## config.mk

```make
export PLATFORM = sky130hd
export DESIGN_NAME = rv32i_slice
export DESIGN_NICKNAME = d
export VERILOG_FILES = /design/src/hw/rv32i_pkg.sv /design/src/hw/pipe_intf.sv /design/src/hw/control_rom.sv /design/src/hw/regfile.sv /design/src/hw/decode_stage.sv /design/src/hw/execute_stage.sv /design/src/hw/rv32i_slice.sv
export SDC_FILE = /design/constraint.sdc
export NUM_CORES = 2
export LEC_CHECK = 0
export ABC_CLOCK_PERIOD_IN_PS = 14700
export BUFFER_PORTS_ARGS = -buffer_cell sky130_fd_sc_hd__clkbuf_2
export CAP_MARGIN = 20
export CORE_MARGIN = 2
export CORE_UTILIZATION = 40
export DETAILED_ROUTE_END_ITERATION = 8
export PLACE_DENSITY = 0.65
export SYNTH_ARGS = -nofsm -noshare
export SYNTH_HDL_FRONTEND = slang
export SYNTH_SLANG_ARGS = --single-unit
```

## constraint.sdc

```tcl
create_clock -name clk -period 14.7 [get_ports clk]
set_clock_uncertainty 0.05 [all_clocks]
set_input_delay 1.47 -clock clk [delete_from_list [all_inputs] [get_ports clk]]
set_output_delay 1.47 -clock clk [all_outputs]
set_load 0.02 [all_outputs]
```

## src/hw/rv32i_pkg.sv

```systemverilog
package rv32i_pkg;

    localparam int xlen       = 32;
    localparam int reg_addr_w = 5;
    localparam int nregs      = 1 << reg_addr_w;

    typedef enum logic [6:0] {
        op_lui   = 7'b0110111,
        op_auipc = 7'b0010111,
        op_jal   = 7'b1101111,
        op_jalr  = 7'b1100111,
        op_br    = 7'b1100011,
        op_load  = 7'b0000011,
        op_store = 7'b0100011,
        op_imm   = 7'b0010011,
        op_reg   = 7'b0110011
    } rv32i_opcode;

    // Follows funct3; sra and sub sit on the slt/sltu codes
    typedef enum logic [2:0] {
        alu_add = 3'b000,
        alu_sll = 3'b001,
        alu_sra = 3'b010,
        alu_sub = 3'b011,
        alu_xor = 3'b100,
        alu_srl = 3'b101,
        alu_or  = 3'b110,
        alu_and = 3'b111
    } alu_ops;

    typedef enum logic [2:0] {
        beq  = 3'b000,
        bne  = 3'b001,
        blt  = 3'b100,
        bge  = 3'b101,
        bltu = 3'b110,
        bgeu = 3'b111
    } branch_funct3_t;

    typedef enum logic [2:0] {
        add  = 3'b000,
        sll  = 3'b001,
        slt  = 3'b010,
        sltu = 3'b011,
        axor = 3'b100,
        sr   = 3'b101,
        aor  = 3'b110,
        aand = 3'b111
    } arith_funct3_t;

    typedef enum logic {a1_rs1, a1_pc} alumux1_sel_t;

    typedef enum logic [2:0] {
        a2_i_imm, a2_u_imm, a2_b_imm, a2_s_imm, a2_j_imm, a2_rs2
    } alumux2_sel_t;

    typedef enum logic [1:0] {wb_alu, wb_br_en, wb_u_imm, wb_pc_plus4} wbmux_sel_t;

    typedef enum logic {cmp_rs2, cmp_i_imm} cmpmux_sel_t;

    typedef enum logic [1:0] {pc_next, pc_jump, pc_branch} pcmux_sel_t;

    typedef struct packed {
        rv32i_opcode    opcode;
        alu_ops         aluop;
        branch_funct3_t cmpop;
        alumux1_sel_t   alumux1_sel;
        alumux2_sel_t   alumux2_sel;
        cmpmux_sel_t    cmpmux_sel;
        wbmux_sel_t     wbmux_sel;
        pcmux_sel_t     pcmux_sel;
        logic           reg_write;
        logic           illegal;
    } rv32i_control_word;

endpackage

```

## src/hw/pipe_intf.sv

```systemverilog
`timescale 1ns/1ps

// Decode register contents handed to execute
interface de_bus import rv32i_pkg::*; ();

    typedef struct packed {
        logic [xlen-1:0] i;
        logic [xlen-1:0] s;
        logic [xlen-1:0] b;
        logic [xlen-1:0] u;
        logic [xlen-1:0] j;
    } imm_bundle_t;

    logic                  valid;
    rv32i_control_word     ctw;
    logic [xlen-1:0]       pc;
    logic [reg_addr_w-1:0] rd;
    logic [xlen-1:0]       rs1_data;
    logic [xlen-1:0]       rs2_data;
    imm_bundle_t           imm_bundle;

    modport de_src (output valid, ctw, pc, rd, rs1_data, rs2_data, imm_bundle);
    modport de_dst (input valid, ctw, pc, rd, rs1_data, rs2_data, imm_bundle);

endinterface

// Result of the instruction now in execute
interface ex_bus import rv32i_pkg::*; ();

    logic                  valid;
    logic                  we;
    logic [reg_addr_w-1:0] rd;
    logic [xlen-1:0]       data;

    modport ex_src (output valid, we, rd, data);
    modport fwd (input valid, we, rd, data);

endinterface

```

## src/hw/control_rom.sv

```systemverilog
`timescale 1ns/1ps

module control_rom import rv32i_pkg::*; (
    input  rv32i_opcode       opcode,
    input  logic [2:0]        funct3,
    input  logic [6:0]        funct7,
    output rv32i_control_word ctw
);

    arith_funct3_t afunct3;

    assign afunct3 = arith_funct3_t'(funct3);

    always_comb begin : ctw_gen
        ctw.opcode      = opcode;
        ctw.aluop       = alu_ops'(funct3);
        ctw.cmpop       = branch_funct3_t'(funct3);
        ctw.alumux1_sel = a1_rs1;
        ctw.alumux2_sel = a2_i_imm;
        ctw.cmpmux_sel  = cmp_rs2;
        ctw.wbmux_sel   = wb_alu;
        ctw.pcmux_sel   = pc_next;
        ctw.reg_write   = 1'b0;
        ctw.illegal     = 1'b0;

        case (opcode)
            op_lui: begin
                ctw.wbmux_sel = wb_u_imm;
                ctw.reg_write = 1'b1;
            end

            op_auipc: begin
                ctw.aluop       = alu_add;
                ctw.alumux1_sel = a1_pc;
                ctw.alumux2_sel = a2_u_imm;
                ctw.reg_write   = 1'b1;
            end

            op_jal: begin
                ctw.pcmux_sel   = pc_jump;
                ctw.aluop       = alu_add;
                ctw.alumux1_sel = a1_pc;
                ctw.alumux2_sel = a2_j_imm;
                ctw.wbmux_sel   = wb_pc_plus4;
                ctw.reg_write   = 1'b1;
            end

            op_jalr: begin
                ctw.pcmux_sel = pc_jump; // rs1 + i_imm, bit 0 cleared later
                ctw.aluop     = alu_add;
                ctw.wbmux_sel = wb_pc_plus4;
                ctw.reg_write = 1'b1;
            end

            op_br: begin
                ctw.pcmux_sel   = pc_branch;
                ctw.aluop       = alu_add;
                ctw.alumux1_sel = a1_pc;
                ctw.alumux2_sel = a2_b_imm;
            end

            op_load: ctw.aluop = alu_add; // Address only, no data memory

            op_store: begin
                ctw.aluop       = alu_add;
                ctw.alumux2_sel = a2_s_imm;
            end

            op_imm: begin
                ctw.reg_write = 1'b1;
                if (afunct3 == slt || afunct3 == sltu) begin
                    ctw.cmpop      = (afunct3 == slt) ? blt : bltu;
                    ctw.wbmux_sel  = wb_br_en;
                    ctw.cmpmux_sel = cmp_i_imm;
                end else if (afunct3 == sr && funct7 == 7'b0100000) begin
                    ctw.aluop = alu_sra;
                end
            end

            op_reg: begin
                ctw.reg_write   = 1'b1;
                ctw.alumux2_sel = a2_rs2;
                if (afunct3 == slt || afunct3 == sltu) begin
                    ctw.cmpop     = (afunct3 == slt) ? blt : bltu;
                    ctw.wbmux_sel = wb_br_en;
                end else if (afunct3 == sr && funct7 == 7'b0100000) begin
                    ctw.aluop = alu_sra;
                end else if (afunct3 == add && funct7 == 7'b0100000) begin
                    ctw.aluop = alu_sub;
                end
            end

            default: begin
                ctw.illegal   = 1'b1;
                ctw.reg_write = 1'b0;
            end
        endcase
    end

endmodule

```

## src/hw/regfile.sv

```systemverilog
`timescale 1ns/1ps

module regfile import rv32i_pkg::*; (
    input  logic                  clk,
    input  logic                  arst_n,
    input  logic                  we,
    input  logic [reg_addr_w-1:0] waddr,
    input  logic [xlen-1:0]       wdata,
    input  logic [reg_addr_w-1:0] raddr1,
    input  logic [reg_addr_w-1:0] raddr2,
    output logic [xlen-1:0]       rdata1,
    output logic [xlen-1:0]       rdata2
);

    logic [xlen-1:0] regs [nregs];

    always_ff @(posedge clk or negedge arst_n) begin
        if (!arst_n) begin
            for (int i = 0; i < nregs; i++) begin
                regs[i] <= '0;
            end
        end else if (we && waddr != '0) begin
            regs[waddr] <= wdata;
        end
    end

    // Same-cycle writes are covered by forwarding in decode
    assign rdata1 = regs[raddr1];
    assign rdata2 = regs[raddr2];

endmodule

```

## src/hw/decode_stage.sv

```systemverilog
`timescale 1ns/1ps

module decode_stage import rv32i_pkg::*; (
    input  logic                  clk,
    input  logic                  arst_n,
    input  logic                  instr_valid,
    input  logic [xlen-1:0]       instr,
    input  logic [xlen-1:0]       pc,
    output logic [reg_addr_w-1:0] rs1_addr,
    output logic [reg_addr_w-1:0] rs2_addr,
    input  logic [xlen-1:0]       rs1_rdata,
    input  logic [xlen-1:0]       rs2_rdata,
    ex_bus.fwd                    fwd,
    de_bus.de_src                 de
);

    rv32i_opcode           opcode;
    logic [2:0]            funct3;
    logic [6:0]            funct7;
    logic [reg_addr_w-1:0] rd;
    rv32i_control_word     ctw;

    logic [xlen-1:0] i_imm;
    logic [xlen-1:0] s_imm;
    logic [xlen-1:0] b_imm;
    logic [xlen-1:0] u_imm;
    logic [xlen-1:0] j_imm;

    logic            fwd_hit1;
    logic            fwd_hit2;
    logic [xlen-1:0] rs1_val;
    logic [xlen-1:0] rs2_val;

    assign opcode   = rv32i_opcode'(instr[6:0]);
    assign rd       = instr[11:7];
    assign funct3   = instr[14:12];
    assign rs1_addr = instr[19:15];
    assign rs2_addr = instr[24:20];
    assign funct7   = instr[31:25];

    assign i_imm = {{21{instr[31]}}, instr[30:20]};
    assign s_imm = {{21{instr[31]}}, instr[30:25], instr[11:7]};
    assign b_imm = {{20{instr[31]}}, instr[7], instr[30:25], instr[11:8], 1'b0};
    assign u_imm = {instr[31:12], 12'h000};
    assign j_imm = {{12{instr[31]}}, instr[19:12], instr[20], instr[30:21], 1'b0};

    control_rom u_control_rom (
        .opcode (opcode),
        .funct3 (funct3),
        .funct7 (funct7),
        .ctw    (ctw)
    );

    // Result still in execute overrides the stale register file value
    assign fwd_hit1 = fwd.valid && fwd.we && (rs1_addr == fwd.rd) && (rs1_addr != '0);
    assign fwd_hit2 = fwd.valid && fwd.we && (rs2_addr == fwd.rd) && (rs2_addr != '0);

    assign rs1_val = fwd_hit1 ? fwd.data : rs1_rdata;
    assign rs2_val = fwd_hit2 ? fwd.data : rs2_rdata;

    always_ff @(posedge clk or negedge arst_n) begin
        if (!arst_n) begin
            de.valid <= 1'b0;
        end else begin
            de.valid <= instr_valid;
        end
    end

    always_ff @(posedge clk) begin
        if (instr_valid) begin
            de.ctw          <= ctw;
            de.pc           <= pc;
            de.rd           <= rd;
            de.rs1_data     <= rs1_val;
            de.rs2_data     <= rs2_val;
            de.imm_bundle.i <= i_imm;
            de.imm_bundle.s <= s_imm;
            de.imm_bundle.b <= b_imm;
            de.imm_bundle.u <= u_imm;
            de.imm_bundle.j <= j_imm;
        end
    end

endmodule

```

## src/hw/execute_stage.sv

```systemverilog
`timescale 1ns/1ps

module execute_stage import rv32i_pkg::*; (
    input  logic                  clk,
    input  logic                  arst_n,
    de_bus.de_dst                 de,
    ex_bus.ex_src                 ex,
    output logic                  wb_valid,
    output logic [reg_addr_w-1:0] wb_rd,
    output logic [xlen-1:0]       wb_data,
    output logic                  redirect_valid,
    output logic [xlen-1:0]       redirect_pc,
    output logic                  illegal
);

    logic [xlen-1:0] alu_a;
    logic [xlen-1:0] alu_b;
    logic [xlen-1:0] alu_out;
    logic [xlen-1:0] cmp_b;
    logic            br_en;
    logic [xlen-1:0] wb_val;
    logic            take;
    logic [xlen-1:0] target;

    assign alu_a = (de.ctw.alumux1_sel == a1_pc) ? de.pc : de.rs1_data;

    always_comb begin
        case (de.ctw.alumux2_sel)
            a2_u_imm: alu_b = de.imm_bundle.u;
            a2_b_imm: alu_b = de.imm_bundle.b;
            a2_s_imm: alu_b = de.imm_bundle.s;
            a2_j_imm: alu_b = de.imm_bundle.j;
            a2_rs2:   alu_b = de.rs2_data;
            default:  alu_b = de.imm_bundle.i;
        endcase
    end

    always_comb begin : alu
        case (de.ctw.aluop)
            alu_add: alu_out = alu_a + alu_b;
            alu_sll: alu_out = alu_a << alu_b[4:0];
            alu_sra: alu_out = $signed(alu_a) >>> alu_b[4:0];
            alu_sub: alu_out = alu_a - alu_b;
            alu_xor: alu_out = alu_a ^ alu_b;
            alu_srl: alu_out = alu_a >> alu_b[4:0];
            alu_or:  alu_out = alu_a | alu_b;
            default: alu_out = alu_a & alu_b;
        endcase
    end

    assign cmp_b = (de.ctw.cmpmux_sel == cmp_i_imm) ? de.imm_bundle.i : de.rs2_data;

    always_comb begin : cmp
        case (de.ctw.cmpop)
            beq:     br_en = (de.rs1_data == cmp_b);
            bne:     br_en = (de.rs1_data != cmp_b);
            blt:     br_en = ($signed(de.rs1_data) < $signed(cmp_b));
            bge:     br_en = ($signed(de.rs1_data) >= $signed(cmp_b));
            bltu:    br_en = (de.rs1_data < cmp_b);
            bgeu:    br_en = (de.rs1_data >= cmp_b);
            default: br_en = 1'b0; // funct3 2 and 3 are not branches
        endcase
    end

    always_comb begin
        case (de.ctw.wbmux_sel)
            wb_br_en:    wb_val = {{(xlen-1){1'b0}}, br_en};
            wb_u_imm:    wb_val = de.imm_bundle.u;
            wb_pc_plus4: wb_val = de.pc + 32'd4;
            default:     wb_val = alu_out;
        endcase
    end

    assign ex.valid = de.valid;
    assign ex.we    = de.ctw.reg_write;
    assign ex.rd    = de.rd;
    assign ex.data  = wb_val;

    // Branch and jal targets come straight from the ALU sum
    assign take = de.valid && ((de.ctw.pcmux_sel == pc_jump) ||
                               (de.ctw.pcmux_sel == pc_branch && br_en));
    assign target = (de.ctw.opcode == op_jalr) ? {alu_out[xlen-1:1], 1'b0} : alu_out;

    always_ff @(posedge clk or negedge arst_n) begin
        if (!arst_n) begin
            wb_valid       <= 1'b0;
            wb_rd          <= '0;
            wb_data        <= '0;
            redirect_valid <= 1'b0;
            redirect_pc    <= '0;
            illegal        <= 1'b0;
        end else begin
            wb_valid       <= ex.valid && ex.we;
            redirect_valid <= take;
            illegal        <= de.valid && de.ctw.illegal;
            if (ex.valid && ex.we) begin
                wb_rd   <= ex.rd;
                wb_data <= ex.data;
            end
            if (take) begin
                redirect_pc <= target;
            end
        end
    end

endmodule

```

## src/hw/rv32i_slice.sv

```systemverilog
`timescale 1ns/1ps

module rv32i_slice import rv32i_pkg::*; (
    input  logic                  clk,
    input  logic                  arst_n,
    input  logic                  instr_valid,
    input  logic [xlen-1:0]       instr,
    input  logic [xlen-1:0]       pc,
    output logic                  wb_valid,
    output logic [reg_addr_w-1:0] wb_rd,
    output logic [xlen-1:0]       wb_data,
    output logic                  redirect_valid,
    output logic [xlen-1:0]       redirect_pc,
    output logic                  illegal
);

    logic [reg_addr_w-1:0] rs1_addr;
    logic [reg_addr_w-1:0] rs2_addr;
    logic [xlen-1:0]       rs1_rdata;
    logic [xlen-1:0]       rs2_rdata;

    de_bus de_if ();
    ex_bus ex_if ();

    decode_stage u_decode (
        .clk         (clk),
        .arst_n      (arst_n),
        .instr_valid (instr_valid),
        .instr       (instr),
        .pc          (pc),
        .rs1_addr    (rs1_addr),
        .rs2_addr    (rs2_addr),
        .rs1_rdata   (rs1_rdata),
        .rs2_rdata   (rs2_rdata),
        .fwd         (ex_if.fwd),
        .de          (de_if.de_src)
    );

    execute_stage u_execute (
        .clk            (clk),
        .arst_n         (arst_n),
        .de             (de_if.de_dst),
        .ex             (ex_if.ex_src),
        .wb_valid       (wb_valid),
        .wb_rd          (wb_rd),
        .wb_data        (wb_data),
        .redirect_valid (redirect_valid),
        .redirect_pc    (redirect_pc),
        .illegal        (illegal)
    );

    // Write port fed from the execute result, same edge as wb_*
    regfile u_regfile (
        .clk    (clk),
        .arst_n (arst_n),
        .we     (ex_if.valid && ex_if.we),
        .waddr  (ex_if.rd),
        .wdata  (ex_if.data),
        .raddr1 (rs1_addr),
        .raddr2 (rs2_addr),
        .rdata1 (rs1_rdata),
        .rdata2 (rs2_rdata)
    );

endmodule

```

==> impl_metrics.json <==
{
  "clockBufferDepth": 3,
  "hp-class": "register to register",
  "maxCapViolations": 0,
  "ioPinCount": 139,
  "floorplan.die.width_um": 431,
  "powerDensity_nw_per_um2": 142,
  "clkSlewWorstSetupHoldPaths_ns": 0.07,
  "crit_path_max_incr_delay_ns": 0.83,
  "ctsHoldBuffers": 0,
  "drtIter0Drc": 7018,
  "fin_nets": 6615,
  "avgSynthCellArea_sq_um": 11.0,
  "clockRootBuffer": "clkbuf_16",
  "via_per_inst": 6.43,
  "synthArstFlopShare_pct": 88.3,
  "status": "complete, no violations",
  "cts_buffers": 138,
  "finalCriticalPeriod_ns": 8.05,
  "tightest_slew_ns": 1.33,
  "wl_um": 263000,
  "cts_sinks": 1242,
  "grt_max_degree": 163,
  "finalMaxSlewViolations": 0,
  "synthTopCellsByArea": "dfrtp_1 38%, mux4_2 20%, edfxtp_1 6.0%",
  "cts-resized-gates": 0,
  "die_area_sq_um": 186000,
  "crit_arrival_ns": 8.52,
  "synth_seq_area_share_pct": 43.6,
  "cp_max_fo": 48,
  "port_buffers": 138,
  "synth.largest_area_cell": "dfrtp_1",
  "critPathLaunchType": "register",
  "grt_pass1_vias": 56000,
  "fin_crit_sh_pct": 54.8,
  "drc_errors": 0,
  "critPathSlowestCell": "a21oi_4",
  "clk_latency_ns": 0.83,
  "first_pass_iters": 8,
  "row_count": 156,
  "ys_ff_latch": 1242,
  "syn2layout_area_growth_pct": 9.78,
  "antenna_found_initial": 6,
  "fmax_mhz": 124,
  "core_sq_um": 181000,
  "drive_above_1_share_pct": 22.8,
  "globalplace.congestion": 1.04,
  "synthFlopType": "dfrtp_1",
  "layout_setup_ws_ns": 6.65,
  "power_leakage_nw": 33.1,
  "drtAntennaViolNets": 0,
  "dp_hpwl_um": 176000,
  "crit_top_cell": "nor2_1",
  "cp-end-kind": "register",
  "track_usage_pct": 28.0,
  "grt_pass1_wl_um": 383000,
  "power_mw": 11.3,
  "max_slew_margin_pct": 11.4,
  "h-tree-depth": 4,
  "grt_overflow_total": 0,
  "synth.distinct_cells": 115,
  "yosys.area.top_type_share_pct": 37.6,
  "worstSetupPathType": "register to register",
  "syn_area_sq_um": 72900,
  "synthCells": 6609,
  "rsz0062_at_grt": "false",
  "post_cts_buffers": 0,
  "setup_viol": 0,
  "cts_tree": "yes",
  "dieHeight_um": 431,
  "pre_cts_ws_ns": 6.84,
  "synth_edf_count": 145,
  "vdd_drop_max_uv": 114,
  "layout_commonest_cell": "dfrtp_1",
  "critical_path_required_ns": 15.16,
  "wl_per_cell_um": 29.5,
  "timing_hold_violations_final": 0,
  "start_util_pct": 40.3,
  "mostFrequentLayoutCells": "1097 x dfrtp_1, 643 x mux4_2, 632 x nand2_1, 628 x a21oi_1, 595 x nor2_1",
  "synthesis.nets": 6812,
  "yosysWarnings": 0,
  "finalSetupTns_ns": 0,
  "detailroute.via_count": 57200
}
## stage by stage
stage	utilization [%]	hold slack (ns)	area [sq um]	instances
after global placement	41.7	0.326	75400	8637
final	44.2	0.345	80100	8895
after global routing	44.2	0.359	80100	8894
after floorplan	-	0.383	72900	6609
after detailed placement	41.7	0.333	75400	8638
after CTS	44.2	0.347	79900	8890
## synth_stat cells (22+ instances only)
library cell     n
a211oi_1        82
nand2b_1        28
nor2_1         627
mux4_2         643
mux2_4          23
edfxtp_1       145
buf_6           27
o211ai_1        84
a21o_1          31
nand3_1        179
mux2i_1         55
buf_4           36
and3_1          27
o21ai_0        493
nand2_1        636
dfrtp_1       1097
ha_1           135
nor3_1          36
nor2b_1         55
mux2_2         183
inv_1           99
o21ai_1        149
a31oi_1         67
clkbuf_1       407
buf_1           69
or3_1           22
xnor2_1         56
o21a_1          23
a21oi_1        632
buf_2           95
xor2_1          30
## state kept, by name (all words and copies together) (netlist names)
| name | cells |
|---|---|
| u_decode.de.imm_bundle | 25 |
| u_execute.redirect_valid | 1 |
| u_execute.redirect_pc | 32 |
| u_decode.de.rs2_data | 32 |
| u_execute.illegal | 1 |
| u_decode.de.valid | 1 |
| u_execute.wb_data | 32 |
| u_decode.de.pc | 32 |
| u_decode.de.ctw | 24 |
| u_execute.wb_rd | 5 |
| u_decode.de.rs1_data | 32 |
| u_execute.wb_valid | 1 |
| u_regfile.regs | 1024 |
## where the power goes
group          internal [mW]  leakage [nW]  switching [mW]
Sequential              4.16          15.9           0.542
Combinational           1.37          15.0            1.77
Clock                   2.00          2.23            1.50
## logic make-up after synthesis
| family | after synthesis | synth area share, % |
|---|---|---|
| simple gates | 1711 | 10.2 |
| compound gates | 1778 | 14.4 |
| fa+ha+maj | 136 | 2.34 |
| buf+inv | 747 | 4.49 |
| flops | 1242 | 43.6 |
| mux | 909 | 24.0 |
| xor+xnor | 86 | 1.03 |
## path summary, 6_finish.rpt
check	startpoint	end	slack [ns]	cells after the start
worst max-delay path	u_decode.de.ctw[9]$_SDFFCE_PN0P_	u_decode.de.rs1_data[26]$_DFFE_PP_	6.65	25
worst min-delay path	u_regfile.regs[1015]$_DFFE_PN0P_	u_regfile.regs[1015]$_DFFE_PN0P_	0.34	0
worst max register to register	u_decode.de.ctw[9]$_SDFFCE_PN0P_	u_decode.de.rs1_data[26]$_DFFE_PP_	6.65	25
worst min register to register	u_regfile.regs[1015]$_DFFE_PN0P_	u_regfile.regs[1015]$_DFFE_PN0P_	0.34	0
max in group asynchronous	arst_n	u_regfile.regs[515]$_DFFE_PN0P_	11.06	5
min in group asynchronous	arst_n	u_regfile.regs[649]$_DFFE_PN0P_	0.71	1
## routing by layer
layer,global-route usage [%],routed length [um],vias to the layer above
li1,-,-,24200
met1,37.5,103000,29200
met2,43.2,120000,3058
met3,5.21,23000,708
met4,15.0,16200,2
met5,0,17,-
## final cells by class
cell class              instances  area [sq um]
diodes                          1          2.50
clock buffers                 190          3900
clock inverters                62           651
fillers                     16600        101000
inverters                     107           404
multi-input cells            4620         38200
flip-flops and latches       1242         31800
well taps                    2370          2970
repair buffers                303          2170
## worst max-delay path: cells and delay by family, from the launching register on
family                     cells  cell delay, ns
AOI/OAI and AO/OA              6            2.17
and+or+nand+nor               12            3.28
adders and majority gates      2            0.69
buffers and inverters          4            0.92
xor gates and xnor gates       1            0.15
DFF                            1            0.37
Power figures use the tool's default switching activity.
